<file path="src/source/cluster_mem_pkg.sv">
package cluster_mem_pkg;

    localparam int NUM_CORES      = 2;
    localparam int CORE_SEL_BITS  = 1;
    localparam int ADDR_WIDTH     = 26;
    localparam int LINE_WIDTH     = 128;
    localparam int CORE_TAG_WIDTH = 4;
    // Core tag with the channel bit on top
    localparam int CHAN_TAG_WIDTH = CORE_TAG_WIDTH + 1;
    localparam int DRAM_TAG_WIDTH = CORE_SEL_BITS + CHAN_TAG_WIDTH;
    localparam int REQ_FIFO_DEPTH = 4;

    // Channel bit encoding
    localparam logic CHAN_DATA  = 1'b0;
    localparam logic CHAN_INSTR = 1'b1;

    typedef logic [ADDR_WIDTH-1:0]     line_addr_t;
    typedef logic [LINE_WIDTH-1:0]     line_data_t;
    typedef logic [CORE_TAG_WIDTH-1:0] core_tag_t;
    typedef logic [CHAN_TAG_WIDTH-1:0] chan_tag_t;
    typedef logic [DRAM_TAG_WIDTH-1:0] dram_tag_t;

    typedef struct packed {
        logic       write;
        line_addr_t addr;
        line_data_t data;
        core_tag_t  tag;
    } dcache_req_t;

    typedef struct packed {
        line_addr_t addr;
        core_tag_t  tag;
    } icache_req_t;

    typedef struct packed {
        line_data_t data;
        core_tag_t  tag;
    } core_rsp_t;

    typedef struct packed {
        logic       write;
        line_addr_t addr;
        line_data_t data;
        chan_tag_t  tag;
    } merged_req_t;

    typedef struct packed {
        logic       write;
        line_addr_t addr;
        line_data_t data;
        dram_tag_t  tag;
    } dram_req_t;

    typedef struct packed {
        line_data_t data;
        dram_tag_t  tag;
    } dram_rsp_t;

endpackage
</file>
<file path="src/source/snoop_fwd.sv">
`timescale 1ns/1ps

module snoop_fwd (
    input  logic                                  clk,
    input  logic                                  rst,
    input  logic                                  snp_req_valid,
    input  cluster_mem_pkg::line_addr_t           snp_req_addr,
    output logic                                  snp_req_ready,
    output logic                                  snp_fwd_valid,
    output cluster_mem_pkg::line_addr_t           snp_fwd_addr,
    input  logic [cluster_mem_pkg::NUM_CORES-1:0] snp_fwd_ready
);
    import cluster_mem_pkg::*;

    logic                 in_flight;
    logic [NUM_CORES-1:0] ack_mask;
    logic [NUM_CORES-1:0] ack_next;
    logic                 all_acked;
    line_addr_t           addr_q;

    // Acks seen so far, this cycle included
    assign ack_next      = ack_mask | snp_fwd_ready;
    assign all_acked     = &ack_next;
    assign snp_req_ready = !in_flight;
    assign snp_fwd_valid = in_flight;
    assign snp_fwd_addr  = addr_q;

    always_ff @(posedge clk) begin
        if (rst) begin
            in_flight <= 1'b0;
            ack_mask  <= '0;
        end else if (!in_flight) begin
            in_flight <= snp_req_valid;
        end else if (all_acked) begin
            in_flight <= 1'b0;
            ack_mask  <= '0;
        end else begin
            ack_mask <= ack_next;
        end
    end

    always_ff @(posedge clk) begin
        if (snp_req_valid && snp_req_ready) begin
            addr_q <= snp_req_addr;
        end
    end

    a_addr_stable: assert property (@(posedge clk) disable iff (rst)
        (in_flight && !all_acked) |=> (snp_fwd_valid && $stable(snp_fwd_addr)))
        else $error("snoop_fwd: broadcast address changed in flight");

endmodule

</file>
<file path="config.mk">
export PLATFORM = sky130hd
export DESIGN_NAME = snoop_fwd
export DESIGN_NICKNAME = d
export VERILOG_FILES = /design/src/source/cluster_mem_pkg.sv /design/src/source/snoop_fwd.sv
export SDC_FILE = /design/constraint.sdc
export NUM_CORES = 1
export LEC_CHECK = 0
export BUFFER_PORTS_ARGS = -buffer_cell sky130_fd_sc_hd__buf_4
export CORE_ASPECT_RATIO = 2
export CORE_UTILIZATION = 35
export DETAILED_ROUTE_END_ITERATION = 16
export PLACE_DENSITY = 0.73
export SLEW_MARGIN = 30
export SYNTH_ARGS = -nofsm -noshare
export SYNTH_HDL_FRONTEND = slang
export SYNTH_SLANG_ARGS = --single-unit
</file>
<file path="constraint.sdc">
create_clock -name clk -period 2.2 [get_ports clk]
set_input_delay 0.22 -clock clk [delete_from_list [all_inputs] [get_ports clk]]
set_output_delay 0.22 -clock clk [all_outputs]
set_load 0.02 [all_outputs]
</file>
* After elaboration in Yosys (flattened, before gate mapping)
Cells that the tools add are included.
Widths: inputs -> output; s select.
** Storage, ports and cells
- Bits in registers :: 29
- Input bits :: 31
- Word-level logic and storage cells :: 10
** Cells by class
- Mux-type cells :: 3
- Bitwise logic cells :: 1
- Reductions and logical operators :: 3
** Operators with widths (count)
- $mux 1 :: 2
- $mux 2 :: 1
- $or 2x2->2 :: 1
- $reduce_and 2->1 :: 1
- $logic_and 1x1->1 :: 1
- $logic_not 1->1 :: 1

* Depth between registers and ports, before layout
- Depth in word-level cells :: 4
- Gate-level depth with buffers :: 3
- Mapped depth without buffers :: 2

* Worst setup path before layout
No wires, ideal clock.
- Path kind :: flip-flop to flip-flop
- Start point :: register in_flight (netlist: snp_fwd_valid)
- End point :: register addr_q[0] (netlist: snp_fwd_addr[0]) (enable)
- Setup time :: 0.412 ns
- Arrival time :: 1.735 ns
- Required time :: 1.788 ns
- Setup slack :: 0.053 ns
- Stages on the path, launching flop included :: 3
- Cell sequence :: dfxtp_1 -> clkbuf_2 -> nor2b_1
** On the way
- Word-level cells in the longest chain between the ends :: 2
** RTL lines
- start, declared :: line snoop_fwd.sv:15 : logic in_flight;
- start signal, assigned :: line snoop_fwd.sv:33 : in_flight <= snp_req_valid;
- $logic_not 1->1
- $logic_and 1x1->1 :: line snoop_fwd.sv:43 : if (snp_req_valid && snp_req_ready) begin
- end signal, assigned :: line snoop_fwd.sv:44 : addr_q <= snp_req_addr;
- end, declared :: line snoop_fwd.sv:19 : line_addr_t addr_q;
Every way passes these cells.
A chain may end at the register's enable or synchronous reset.

* Worst setup path in the final report
- Start point :: register in_flight (netlist: snp_fwd_valid)
- End point :: register addr_q[23] (netlist: snp_fwd_addr[23]) (enable)
The elaborated chain is that of the path after synthesis.

==> metrics list <==
- Status: finished, final reports clean
* Class of the tightest hold or removal check: in -> reg
- Number of stages on the worst hold path: 1
- WHS Endpoint: snp_fwd_addr[5]
- The detail route stage leaves a number of antenna-violating nets equal to 0.
- Dividing total power by cell area gives a power density of 817.2 nW/µm².
- Number of cells traversed by the worst register-to-register path: 2
- Flops & latches, synth: 29
- The synthesized netlist devotes 3.962% of its cell area to compound gates.
* CTS buffer count: 5
- Type of element capturing the critical path: flip-flop
- For the final database, setup skew stands at 0.003164 ns.
- Maximum number of pins on one net before global-route repair: 22
- Aggregate global-route resource usage: 13.56%
- The worst path in the final design needs a cycle of 1.316 ns, including I/O delays and setup.
* Detailed-route via count: 592
- Sequential share of the synthesized area: 91.80%
* Area of the core: 2409 µm²
- The worst setup path is launched from a flip-flop.
* Setup slack on the worst flop-to-flop path: 0.88 ns
* Drt via density: 4.418
* Initial antenna violation count: 0
- After detailed routing, the average wire length per cell comes to 12.04 µm.
- The synthesized netlist devotes 0% of its cell area to XOR and XNOR gates.
- Across the VDD grid, the largest voltage drop is 0.5561 mV.
- In this run the horizontal extent of the chip is 38.17 µm.
* Die Outline Area: 2838 µm²
- Clock slew at reported path FFs: 0.06 ns
- Post-CTS repair changed the size of 0 cells.
* Hold violation count in the final report: 0
- Starting utilization of the core area: 38.03%
* Final critical-path share of the clock period: 59.83%
* # H-tree levels: 2
- The first detailed-routing pass ran for 4 iterations.
* Mean area per synthesized cell: 22.34 µm²
- Type of the setup path with the least slack: reg -> reg
- Setup TNS: 0 ns
- Clock tree from TritonCTS: done
- Clock latency on the worst-skew pair, taken at its later pin, is 0.27 ns.
* Netlist cell types: 11
* Reported leakage power: 0.6195 nW
- Origin of the worst min-delay path: snp_req_addr[5]
- In this run the clock root is driven by a clkbuf_8.
* Net total in the final layout: 137
- The HPWL after detailed placement is 1.224 mm.
- In this run the tightest slew margin relative to its limit is 80.77%.
- The worst register-to-register path begins at snp_fwd_valid.
- RSZ-0062 raised after global routing: no
- Ratio of cells with drive above 1 in the final layout: 61.68%
- At the worst endpoint, the required time is 2.16 ns.
* Endpoint of the worst register-to-register path: snp_fwd_addr[23]
- By area, the combinational part of the netlist is dominated by compound AO/OA/AOI/OAI gates.
- Post-layout worst setup margin: 0.8837 ns
- Setup violations remaining at the end of the flow were counted as 0.
- In the routed design, unresolved DRC markers number 0.
* Post-layout util: 61.04%
* Worst-Margin Slew: 0.2880 ns
* Syn Inst Count: 41
* Net Count, Synth: 72
- Most common library cell in the layout ignoring fill and taps: buf_4
- At the end of routability-driven placement, the weighted congestion stood at 0.6901.
- Critical path fanouts, max: 21
- In the synthesized netlist, mux cells make up 0% of the area.
- In this run the deepest clock path goes through 2 buffers.
* Total wirelength of the detailed-routed design: 1.614 mm
* Final Max Tran Viols: 0
* Warning count from the yosys run: 0
- After routing the design area is 1470 µm².
- The tool flagged a number of max-cap violations equal to 0.
- Global-route wire length before repair: 2.511 mm
* Sink Count: 29
* Height of the chip: 74.34 µm
- Data arrives at the worst endpoint at 1.28 ns.
- Vias in the first global route: 595
* Initial drt markers: 5
- Total standard cell area after synthesis: 915.9 µm²
- Post-synthesis adder-cell area fraction: 0%
- OpenSTA, run right after detailed placement, puts the worst setup slack at 0.8768 ns.
- Post-Synth Simple-Gate Area: 3.279%
- In this run, post-CTS hold repair placed 0 buffers.
- Row generation in the floorplan step produced 25 rows.
- Static timing analysis puts the maximum clock frequency at 759.7 MHz.
- Sum of overflow across all layers after global routing: 0
- Number of setup buffers added after CTS: 0
* IO Pins: 59
* Inserted Diodes: 0
- # port buffers: 58
* Top library cells by usage in the layout, fill and taps aside: buf_4, edfxtp_1, clkbuf_8
- In this run the cell area measured after placement is 1390 µm².
- From synthesis to final layout, the design area changed by 60.52%.
[cells by family (layout without fill, tap and decap cells)]
family | count (synthesis) | count (layout)
AOI/OAI and AO/OA | 5 | 5
buffers and inverters | 2 | 68
DFF | 29 | 29
and+or+nand+nor | 5 | 5
[cells in the mapped netlist, drive strengths merged]
cell	instances	area share [%]
inv	1	0.41
o221a	1	1.2
dfxtp	3	6.6
edfxtp	26	85
nor2b	1	0.68
a21oi	2	1.1
nor2	1	0.41
clkbuf	1	0.55
o21a	2	1.6
nor3	3	2.2
[sequential cells by signal, summed over array words and instances (netlist names)]
register,cells
ack_mask,2
snp_fwd_valid,1
snp_fwd_addr,26
[metrics by stage]
step / power, W / instances / hold WS, ns
4_1_cts: 0.001221 / 134 / 0.1090
5_1_grt: 0.001257 / 134 / 0.1041
3_5_place_dp: 0.0008169 / 126 / 0.3995
3_3_place_gp: 0.0008126 / 126 / 0.3989
6_report: 0.001201 / 134 / 0.1178
2_1_floorplan: 0.0007249 / 41 / 0.2897
[worst max-delay path, cell delays in order (launching register included)]
cell,delay [ns]
dfxtp_1,0.39
nor2b_2,0.28
buf_4,0.33
[how the worst max path moves through the flow]
stage                        from          endpoint
finish              snp_fwd_valid  snp_fwd_addr[23]
global route        snp_fwd_valid  snp_fwd_addr[17]
CTS                 snp_fwd_valid  snp_fwd_addr[11]
detailed placement  snp_fwd_valid  snp_fwd_addr[11]
global placement    snp_fwd_valid  snp_fwd_addr[17]
floorplan           snp_fwd_valid   snp_fwd_addr[0]
[layout make-up]
class / count / area [µm²]
Clock buffer: 8 / 80.08
Multi-Input combinational cell: 10 / 68.82
Fill cell: 199 / 938.4
Tap cell: 27 / 33.78
Timing Repair Buffer: 59 / 442.9
Inverter: 1 / 3.754
Sequential cell: 29 / 840.8
[where the power goes]
| part | leakage, nW | switching (W) | internal, W | total (W) |
|---|---|---|---|---|
| logic | 0.307 | 0.0000739 | 0.0000772 | 0.000151 |
| clock network | 0.0395 | 0.000174 | 0.000224 | 0.000398 |
| registers | 0.273 | 0.0000123 | 0.000640 | 0.000653 |
[metal layers]
metal  vias up  GRT usage, %  wire, µm
met5         -             0         0
met4         0         11.90        46
met3         7         4.478       141
met2        41         21.47       870
met1       256         13.37       555
li1        288             -         -
Power figures use the tool's default switching activity.
