### config.mk
export PLATFORM = sky130hd
export DESIGN_NAME = core_req_merge
export DESIGN_NICKNAME = d
export VERILOG_FILES = /design/src/source/cluster_mem_pkg.sv /design/src/source/core_req_merge.sv
export SDC_FILE = /design/constraint.sdc
export NUM_CORES = 1
export LEC_CHECK = 0
export BUFFER_PORTS_ARGS = -buffer_cell sky130_fd_sc_hd__buf_2
export CAP_MARGIN = 5
export CORE_AREA = 2 2 139 141
export CTS_BUF_LIST = sky130_fd_sc_hd__clkbuf_4
export DETAILED_ROUTE_END_ITERATION = 8
export DIE_AREA = 0 0 141 143
export MAX_ROUTING_LAYER = met4
export SLEW_MARGIN = 25
export SYNTH_ARGS = -nofsm -noshare
export SYNTH_HDL_FRONTEND = slang
export SYNTH_SLANG_ARGS = --single-unit
### constraint.sdc
create_clock -name clk -period 1.25 [get_ports clk]
set_input_delay 0.0625 -clock clk [delete_from_list [all_inputs] [get_ports clk]]
set_output_delay 0.0625 -clock clk [all_outputs]
set_load 0.02 [all_outputs]
### src/source/cluster_mem_pkg.sv
package cluster_mem_pkg;

    localparam int NUM_CORES      = 2;
    localparam int CORE_SEL_BITS  = 1;
    localparam int ADDR_WIDTH     = 26;
    localparam int LINE_WIDTH     = 128;
    localparam int CORE_TAG_WIDTH = 4;
    // Core tag with the channel bit on top
    localparam int CHAN_TAG_WIDTH = CORE_TAG_WIDTH + 1;
    localparam int DRAM_TAG_WIDTH = CORE_SEL_BITS + CHAN_TAG_WIDTH;
    localparam int REQ_FIFO_DEPTH = 4;

    // Channel bit encoding
    localparam logic CHAN_DATA  = 1'b0;
    localparam logic CHAN_INSTR = 1'b1;

    typedef logic [ADDR_WIDTH-1:0]     line_addr_t;
    typedef logic [LINE_WIDTH-1:0]     line_data_t;
    typedef logic [CORE_TAG_WIDTH-1:0] core_tag_t;
    typedef logic [CHAN_TAG_WIDTH-1:0] chan_tag_t;
    typedef logic [DRAM_TAG_WIDTH-1:0] dram_tag_t;

    typedef struct packed {
        logic       write;
        line_addr_t addr;
        line_data_t data;
        core_tag_t  tag;
    } dcache_req_t;

    typedef struct packed {
        line_addr_t addr;
        core_tag_t  tag;
    } icache_req_t;

    typedef struct packed {
        line_data_t data;
        core_tag_t  tag;
    } core_rsp_t;

    typedef struct packed {
        logic       write;
        line_addr_t addr;
        line_data_t data;
        chan_tag_t  tag;
    } merged_req_t;

    typedef struct packed {
        logic       write;
        line_addr_t addr;
        line_data_t data;
        dram_tag_t  tag;
    } dram_req_t;

    typedef struct packed {
        line_data_t data;
        dram_tag_t  tag;
    } dram_rsp_t;

endpackage
### src/source/core_req_merge.sv
`timescale 1ns/1ps

module core_req_merge (
    input  logic                          clk,
    input  logic                          rst,
    input  logic                          dreq_valid,
    input  cluster_mem_pkg::dcache_req_t  dreq,
    output logic                          dreq_ready,
    input  logic                          ireq_valid,
    input  cluster_mem_pkg::icache_req_t  ireq,
    output logic                          ireq_ready,
    output logic                          out_valid,
    output cluster_mem_pkg::merged_req_t  out_req,
    input  logic                          out_ready
);
    import cluster_mem_pkg::*;

    logic instr_first;
    logic sel_instr;

    // Instruction wins when alone or when it holds priority
    assign sel_instr  = ireq_valid && (!dreq_valid || instr_first);
    assign out_valid  = dreq_valid || ireq_valid;
    assign dreq_ready = out_ready && !sel_instr;
    assign ireq_ready = out_ready && sel_instr;

    always_comb begin
        if (sel_instr) begin
            out_req.write = 1'b0;
            out_req.addr  = ireq.addr;
            out_req.data  = '0;
            out_req.tag   = {CHAN_INSTR, ireq.tag};
        end else begin
            out_req.write = dreq.write;
            out_req.addr  = dreq.addr;
            out_req.data  = dreq.data;
            out_req.tag   = {CHAN_DATA, dreq.tag};
        end
    end

    always_ff @(posedge clk) begin
        if (rst) begin
            instr_first <= 1'b0;
        end else if (out_valid && out_ready) begin
            // Other channel goes first next time
            instr_first <= !sel_instr;
        end
    end

endmodule

== Word level (Yosys, flattened, before mapping) ==
Cells that the tools add are included.

* Bits in registers: 1
* Latch bits: 0
* Memory bits (writable): 0
* Memory bits (read-only): 0
* Output and inout port bits: 163
* Memories: 0

* Add/sub/neg operators: 0
* Multiply operators: 0
* Div/mod/pow operators: 0
* Order comparisons: 0
* Eq/ne operators: 0
* Shifts and indexed selects: 0
* Mux-type cells: 1
* Bitwise logic cells: 0
* Reductions and logical operators: 8

{| class="wikitable"
|+ Operators with widths
! kind !! number
|-
| $mux 160 || 1
|-
| $logic_and 1x1->1 || 4
|-
| $logic_not 1->1 || 2
|-
| $logic_or 1x1->1 || 2
|}

== Logic depth before layout (Yosys ltp) ==
Gate-level depths: netlist (run 1).

* Word-level depth: 5
* Gate-level depth with buffers: 5

== Least setup slack after synthesis (run 1) ==
No wires, ideal clock.

* Kind: flip-flop to output port
* Start point: register instr_first
* End point: output port out_req[149] (netlist name)
* Arrival: 1.159 ns
* Data required time: 1.188 ns
* Setup slack: 0.029 ns
* Cell stages (with the launch flop): 4
* Cell sequence: dfxtp_1 o21ai_4 buf_4 mux2_2

{| class="wikitable"
|+ RTL lines
! item !! RTL line !! RTL
|-
| from (decl) || core_req_merge.sv:18 || <nowiki>logic instr_first;</nowiki>
|-
| from (signal assigned) || core_req_merge.sv:46 || <nowiki>instr_first <= !sel_instr;</nowiki>
|-
| to (decl) || core_req_merge.sv:13 || <nowiki>output cluster_mem_pkg::merged_req_t out_req,</nowiki>
|}

==> flow_metrics.py, run 1 <==
metrics = {
    "synth": {
        "syn_inst": 186,
        "syn_area_sq_um": 1330,
        "synth_cell_type_count": 13,
        "ys_seq_area_share_pct": 1.51,
        "postSynthAreaPerCell_sq_um": 7.13,
        "syn_nets": 380,
        "synth_seq_cells": 1,
        "yosysWarnings": 0,
    },
    "layout": {
        "nFillCells": 1938,
        "reg_top3": "instr_first x1",
        "largest-register": "instr_first",
        "drive_gt1_share_pct": 90.9,
        "largest_reg_flops": 1,
        "area_delta_synth_final_pct": 286,
        "final_common_cell": "buf_2",
        "final_cell_mix": "198 x buf_2, 154 x buf_6, 84 x and2_4, 47 x and2_1, 27 x mux2_4",
        "nets": 748,
    },
    "critical_path": {
        "critPathMaxStageDelay_ns": 0.36,
        "critPathLaunchType": "flip-flop",
        "crit_start": "instr_first",
        "cp.required_ns": 1.19,
        "critPathMaxFanout": 5,
        "slowest_stage": "mux2_2",
        "criticalPathCategory": "flip-flop to output pin",
        "cp-end-kind": "output pin",
        "timing.rr.start": "instr_first",
        "cp_data_arrival_time_ns": 1.35,
        "path_cells": "o21ai_4 > buf_8 > buf_12 > mux2_2 > buf_6",
    },
    "sta": {
        "worst_pin_slew_ns": 0.229,
        "slew_violations": 0,
        "finalCritPeriodShare_pct": 113,
        "finalWorstPathRequiredPeriod_ns": 1.41,
        "setup_ws_ns": -0.161,
        "max_freq_mhz": 709,
        "rsz0062_at_grt": "yes",
        "finClkSkew_ns": 0,
        "setup_viol": 146,
        "max-slew-margin-rel_pct": 84.6,
        "hold_viol": 0,
        "tns_ns": -13.25,
    },
    "floorplanning": {
        "ios": 357,
        "die_area_sq_um": 20200,
        "die_w_um": 141,
        "chipHeight_um": 143,
        "num_rows": 50,
        "initial_core_util_pct": 7.14,
        "core_sq_um": 18600,
    },
    "place": {
        "dp_hpwl_um": 9570,
        "numPortBuffers": 356,
        "dp_slack_ns": -0.148,
        "gp_congestion": 0.841,
    },
    "route": {
        "wl_per_cell_um": 16.6,
        "num_vias": 2790,
        "drtAntennaViolNets": 0,
        "via_per_inst": 3.54,
        "drt-pass1-iter-count": 4,
        "drc": 0,
        "drt_iter0_markers": 40,
        "routed_wl_um": 13100,
    },
    "grt": {
        "grtUsageTotal_pct": 10.2,
        "grt_pass1_vias": 2513,
        "antenna_found_initial": 4,
        "grt_start_max_net_pins": 27,
        "grt-ovfl-total": 0,
        "grt_pass1_wl_um": 15000,
    },
    "clock_tree": {
        "clkLatencyLatePin_ns": 0,
        "clk_pin_slew_worst_paths_ns": 0,
    },
    "run_status": {
        "outcome": "finished with violations",
        "failed_checks": "setup timing",
    },
    "power": {
        "p_total_mw": 2.71,
        "power_density_nw_per_um2": 530,
        "peakVddDrop_v": 0.000252,
        "p_leak_nw": 2.79,
    },
    "worst_hold_path": {
        "hp-class": "input port to flip-flop",
        "holdCritStartpoint": "rst",
    },
    "job": {
        "cap_viol_max_count": 0,
    },
}
## cells in the mapped netlist
cell type | number | area [sq um]
a21oi_1 | 1 | 5.00
inv_1 | 1 | 3.75
buf_6 | 2 | 22.5
a311oi_1 | 1 | 8.76
dfxtp_1 | 1 | 20.0
mux2_2 | 30 | 338
clkbuf_2 | 9 | 45.0
buf_4 | 3 | 22.5
and2_1 | 131 | 820
inv_2 | 1 | 3.75
or2_2 | 1 | 6.26
o21ai_4 | 1 | 16.3
clkbuf_1 | 4 | 15.0
## worst max-delay path: cells and delay by family (launching register included)
kind                   cells  cell delay [ns]
AOI/OAI and AO/OA          1             0.23
DFF                        1             0.31
muxes                      1             0.36
buffers and inverters      3             0.45
## layout make-up
type | instances | area [sq um] | share of cell area, %
tap | 234 | 293 | 5.72
timing repair buffer | 384 | 3280 | 64.1
inverter | 2 | 15.0 | 0.293
antenna | 2 | 5.00 | 0.0978
multi-input combinational | 165 | 1510 | 29.4
sequential | 1 | 21.3 | 0.415
## metal layers
layer  up-vias  share of wire [%]  track usage (%)
li1       1315                  -                -
met1      1251                 31             9.48
met3        13                8.3             1.71
met5         -                  0                -
met2       211                 60             22.5
met4         0               0.49                0
## repair_timing
action | CTS | global route
endpoints found under the setup margin | 122 | 150
setup buffers | 7 | 3
pin swaps | 8 | 31
cloned | 5 | 7
resized for setup | 201 | 247
hold buffers | 0 | 0
## final timing paths
| check | end | slack [ns] | depth (start not counted) |
|---|---|---|---|
| hold / removal | instr_first | 0.24 | 2 |
| hold reg to reg | instr_first | 0.57 | 2 |
| setup reg to reg | instr_first | 0.45 | 3 |
| setup / recovery | out_req[154] | -0.16 | 5 |
## kinds of logic after synthesis
| logic type | synth area share, % |
|---|---|
| buffers and inverters | 8.49 |
| multiplexers | 25.5 |
| AND/OR/NAND/NOR | 62.3 |
| AO/OA/AOI/OAI | 2.26 |
| flip-flops | 1.51 |
## through the flow
stage               hold slack [ns]  instance area, sq um  util (%)  instances
floorplan                     0.141                  1330         -        186
global placement              0.260                  3400      18.3        767
detailed placement            0.254                  3400      18.3        767
CTS                           0.247                  4210      22.7        779
global route                  0.259                  5120      27.6        788
finish                        0.240                  5120      27.6        788
## power breakdown
group          internal, mW    total, mW  switching (mW)
combinational          1.52         2.68            1.15
clock           0.000000214  0.000000214               0
sequential           0.0354       0.0377         0.00226
No activity file was read; power rests on OpenSTA's default activity.
==> run 2: changes to the inputs <==
- CELL_PAD_IN_SITES_DETAIL_PLACEMENT: not set -> 0
- CELL_PAD_IN_SITES_GLOBAL_PLACEMENT: not set -> 2
- CORE_AREA: 2 2 139 141 -> 2 2 137 139
- DIE_AREA: 0 0 141 143 -> 0 0 139 141
- PLACE_DENSITY_LB_ADDON: not set -> 0.1
- SKIP_CTS_REPAIR_TIMING: not set -> 1
==> run 2 against run 1 <==
Effect of this change: the run still ends with setup timing left; global-route usage down 1.7 points; design area down 14%; largest power group unchanged; worst hold slack worse by 0.0066 ns; setup slack better by 0.060 ns; largest cell class unchanged; sequential share of layout area up 0.065 points; register-to-register slack better by 0.05 ns; first-iteration DRC count unchanged; combinational power down 17%; wire length down 19%; critical path type unchanged.
==> flow_metrics.py, run 2 (same netlist as run 1, synthesis figures left out) <==
metrics = {
    "route": {
        "drt_iter0_markers": 40,
        "drtAntennaViolNets": 0,
        "drc": 0,
        "via_per_inst": 3.44,
        "num_vias": 2707,
        "wl_per_cell_um": 13.6,
        "routed_wl_um": 10700,
        "drt-pass1-iter-count": 2,
    },
    "worst_hold_path": {
        "holdCritStartpoint": "rst",
        "hold_depth": 2,
        "hp-class": "input port to flip-flop",
        "whs_endpoint": "instr_first",
    },
    "critical_path": {
        "timing.rr.start": "instr_first",
        "slowest_stage": "dfxtp_2",
        "r2r_slack_ns": 0.50,
        "cp.required_ns": 1.19,
        "critPathLaunchType": "flip-flop",
        "criticalPathCategory": "flip-flop to output pin",
        "reg2reg_to": "instr_first",
        "critPathMaxStageDelay_ns": 0.31,
        "path_cells": "o21ai_4 > buf_6 > buf_12 > mux2_4 > buf_6",
        "critPathMaxFanout": 7,
        "reg2reg_depth": 3,
        "cp-end-kind": "output pin",
        "cp_data_arrival_time_ns": 1.29,
        "worst_path_most_repeated_cell": "buf_6",
    },
    "layout": {
        "final_cell_mix": "262 x buf_2, 88 x and2_1, 81 x buf_6, 43 x and2_4, 28 x buf_4",
        "final_area_sq_um": 4420,
        "area_delta_synth_final_pct": 233,
        "largest-register": "instr_first",
        "drive_gt1_share_pct": 83.5,
        "nFillCells": 2028,
        "final_common_cell": "buf_2",
        "utilization_pct": 24.2,
        "largest_reg_flops": 1,
        "reg_top3": "instr_first x1",
        "nets": 749,
    },
    "grt": {
        "grt_start_max_net_pins": 37,
        "grt-ovfl-total": 0,
        "grt_pass1_wl_um": 13000,
        "grt_pass1_vias": 2453,
        "grtUsageTotal_pct": 8.49,
        "antenna_found_initial": 1,
    },
    "floorplanning": {
        "die_w_um": 139,
        "die_area_sq_um": 19600,
        "initial_core_util_pct": 7.26,
        "ios": 357,
        "chipHeight_um": 141,
        "core_sq_um": 18300,
        "num_rows": 50,
    },
    "power": {
        "power_density_nw_per_um2": 511,
        "pwr-share-clk_pct": 0,
        "p_sw_share_pct": 45.6,
        "pwr-share-comb_pct": 98.3,
        "peakVddDrop_v": 0.000173,
        "p_sw_mw": 1.03,
        "intPower_mw": 1.23,
        "p_leak_nw": 2.49,
        "seq_power_share_pct": 1.7,
    },
    "sta": {
        "hold_viol": 0,
        "setup_viol": 82,
        "max-slew-margin-rel_pct": 86.7,
        "finClkSkew_ns": 0,
        "slew_violations": 0,
        "finalCritPeriodShare_pct": 108,
        "tns_ns": -4.08,
        "setup_ws_ns": -0.101,
        "rsz0062_at_grt": "yes",
        "finalWorstPathRequiredPeriod_ns": 1.35,
        "worst_pin_slew_ns": 0.198,
        "max_freq_mhz": 740,
    },
    "run_status": {
        "failed_checks": "setup timing",
        "outcome": "finished with violations",
    },
    "place": {
        "dp_hpwl_um": 8590,
        "gp_congestion": 0.817,
        "placedInstanceArea_sq_um": 3440,
        "numPortBuffers": 356,
    },
    "job": {
        "cap_viol_max_count": 0,
    },
    "clock_tree": {
        "clkLatencyLatePin_ns": 0,
        "clk_pin_slew_worst_paths_ns": 0,
    },
}
[run 2: cell type report]
cell class	instances	area, sq um	area share, %
antenna	1	2.50	0.0566
tap	234	293	6.62
inverter	2	7.51	0.170
multi-input combinational	165	1360	30.7
timing repair buffer	385	2740	62.0
sequential	1	21.3	0.481
[run 2: power groups by stage]
stage	clock network, mW	logic, mW	registers (mW)
after CTS	0	1.69	0.0373
after detailed placement	0	1.68	0.0372
after floorplan	0	0.933	0.0374
after global placement	0	1.71	0.0370
after global routing	0.000000107	2.35	0.0381
final	0.000000107	2.22	0.0376
[run 2: worst max-delay path: cells and delay by family (launching register included)]
family	cells	cell delay [ns]
muxes	1	0.31
buffers and inverters	3	0.47
DFF	1	0.31
AOI/OAI and AO/OA	1	0.19
[run 2: through the flow]
stage / setup WS (ns) / hold slack [ns] / total power, mW / std cells
6_report: -0.101 / 0.233 / 2.26 / 788
5_1_grt: -0.146 / 0.254 / 2.39 / 788
4_1_cts: -0.126 / 0.242 / 1.72 / 771
3_5_place_dp: -0.127 / 0.242 / 1.72 / 771
3_3_place_gp: -0.116 / 0.230 / 1.74 / 771
2_1_floorplan: 0.0288 / 0.141 / 0.970 / 186
[run 2: worst max path at each step]
| stage | from | to | slack, ns | depth (start not counted) |
|---|---|---|---|---|
| after CTS | instr_first | out_req[91] | -0.13 | 5 |
| after floorplan | instr_first | out_req[149] | 0.03 | 3 |
| after detailed placement | instr_first | out_req[91] | -0.13 | 5 |
| final | instr_first | out_req[145] | -0.10 | 5 |
| after global routing | instr_first | out_req[146] | -0.15 | 5 |
| after global placement | instr_first | out_req[91] | -0.12 | 5 |
[run 2: routing by layer]
metal	vias to the layer above	track usage, %	wire (um)
li1	1317	-	-
met1	1184	6.82	3070
met2	206	19.2	6600
met3	0	2.21	1020
met4	0	0.691	0
met5	-	-	0
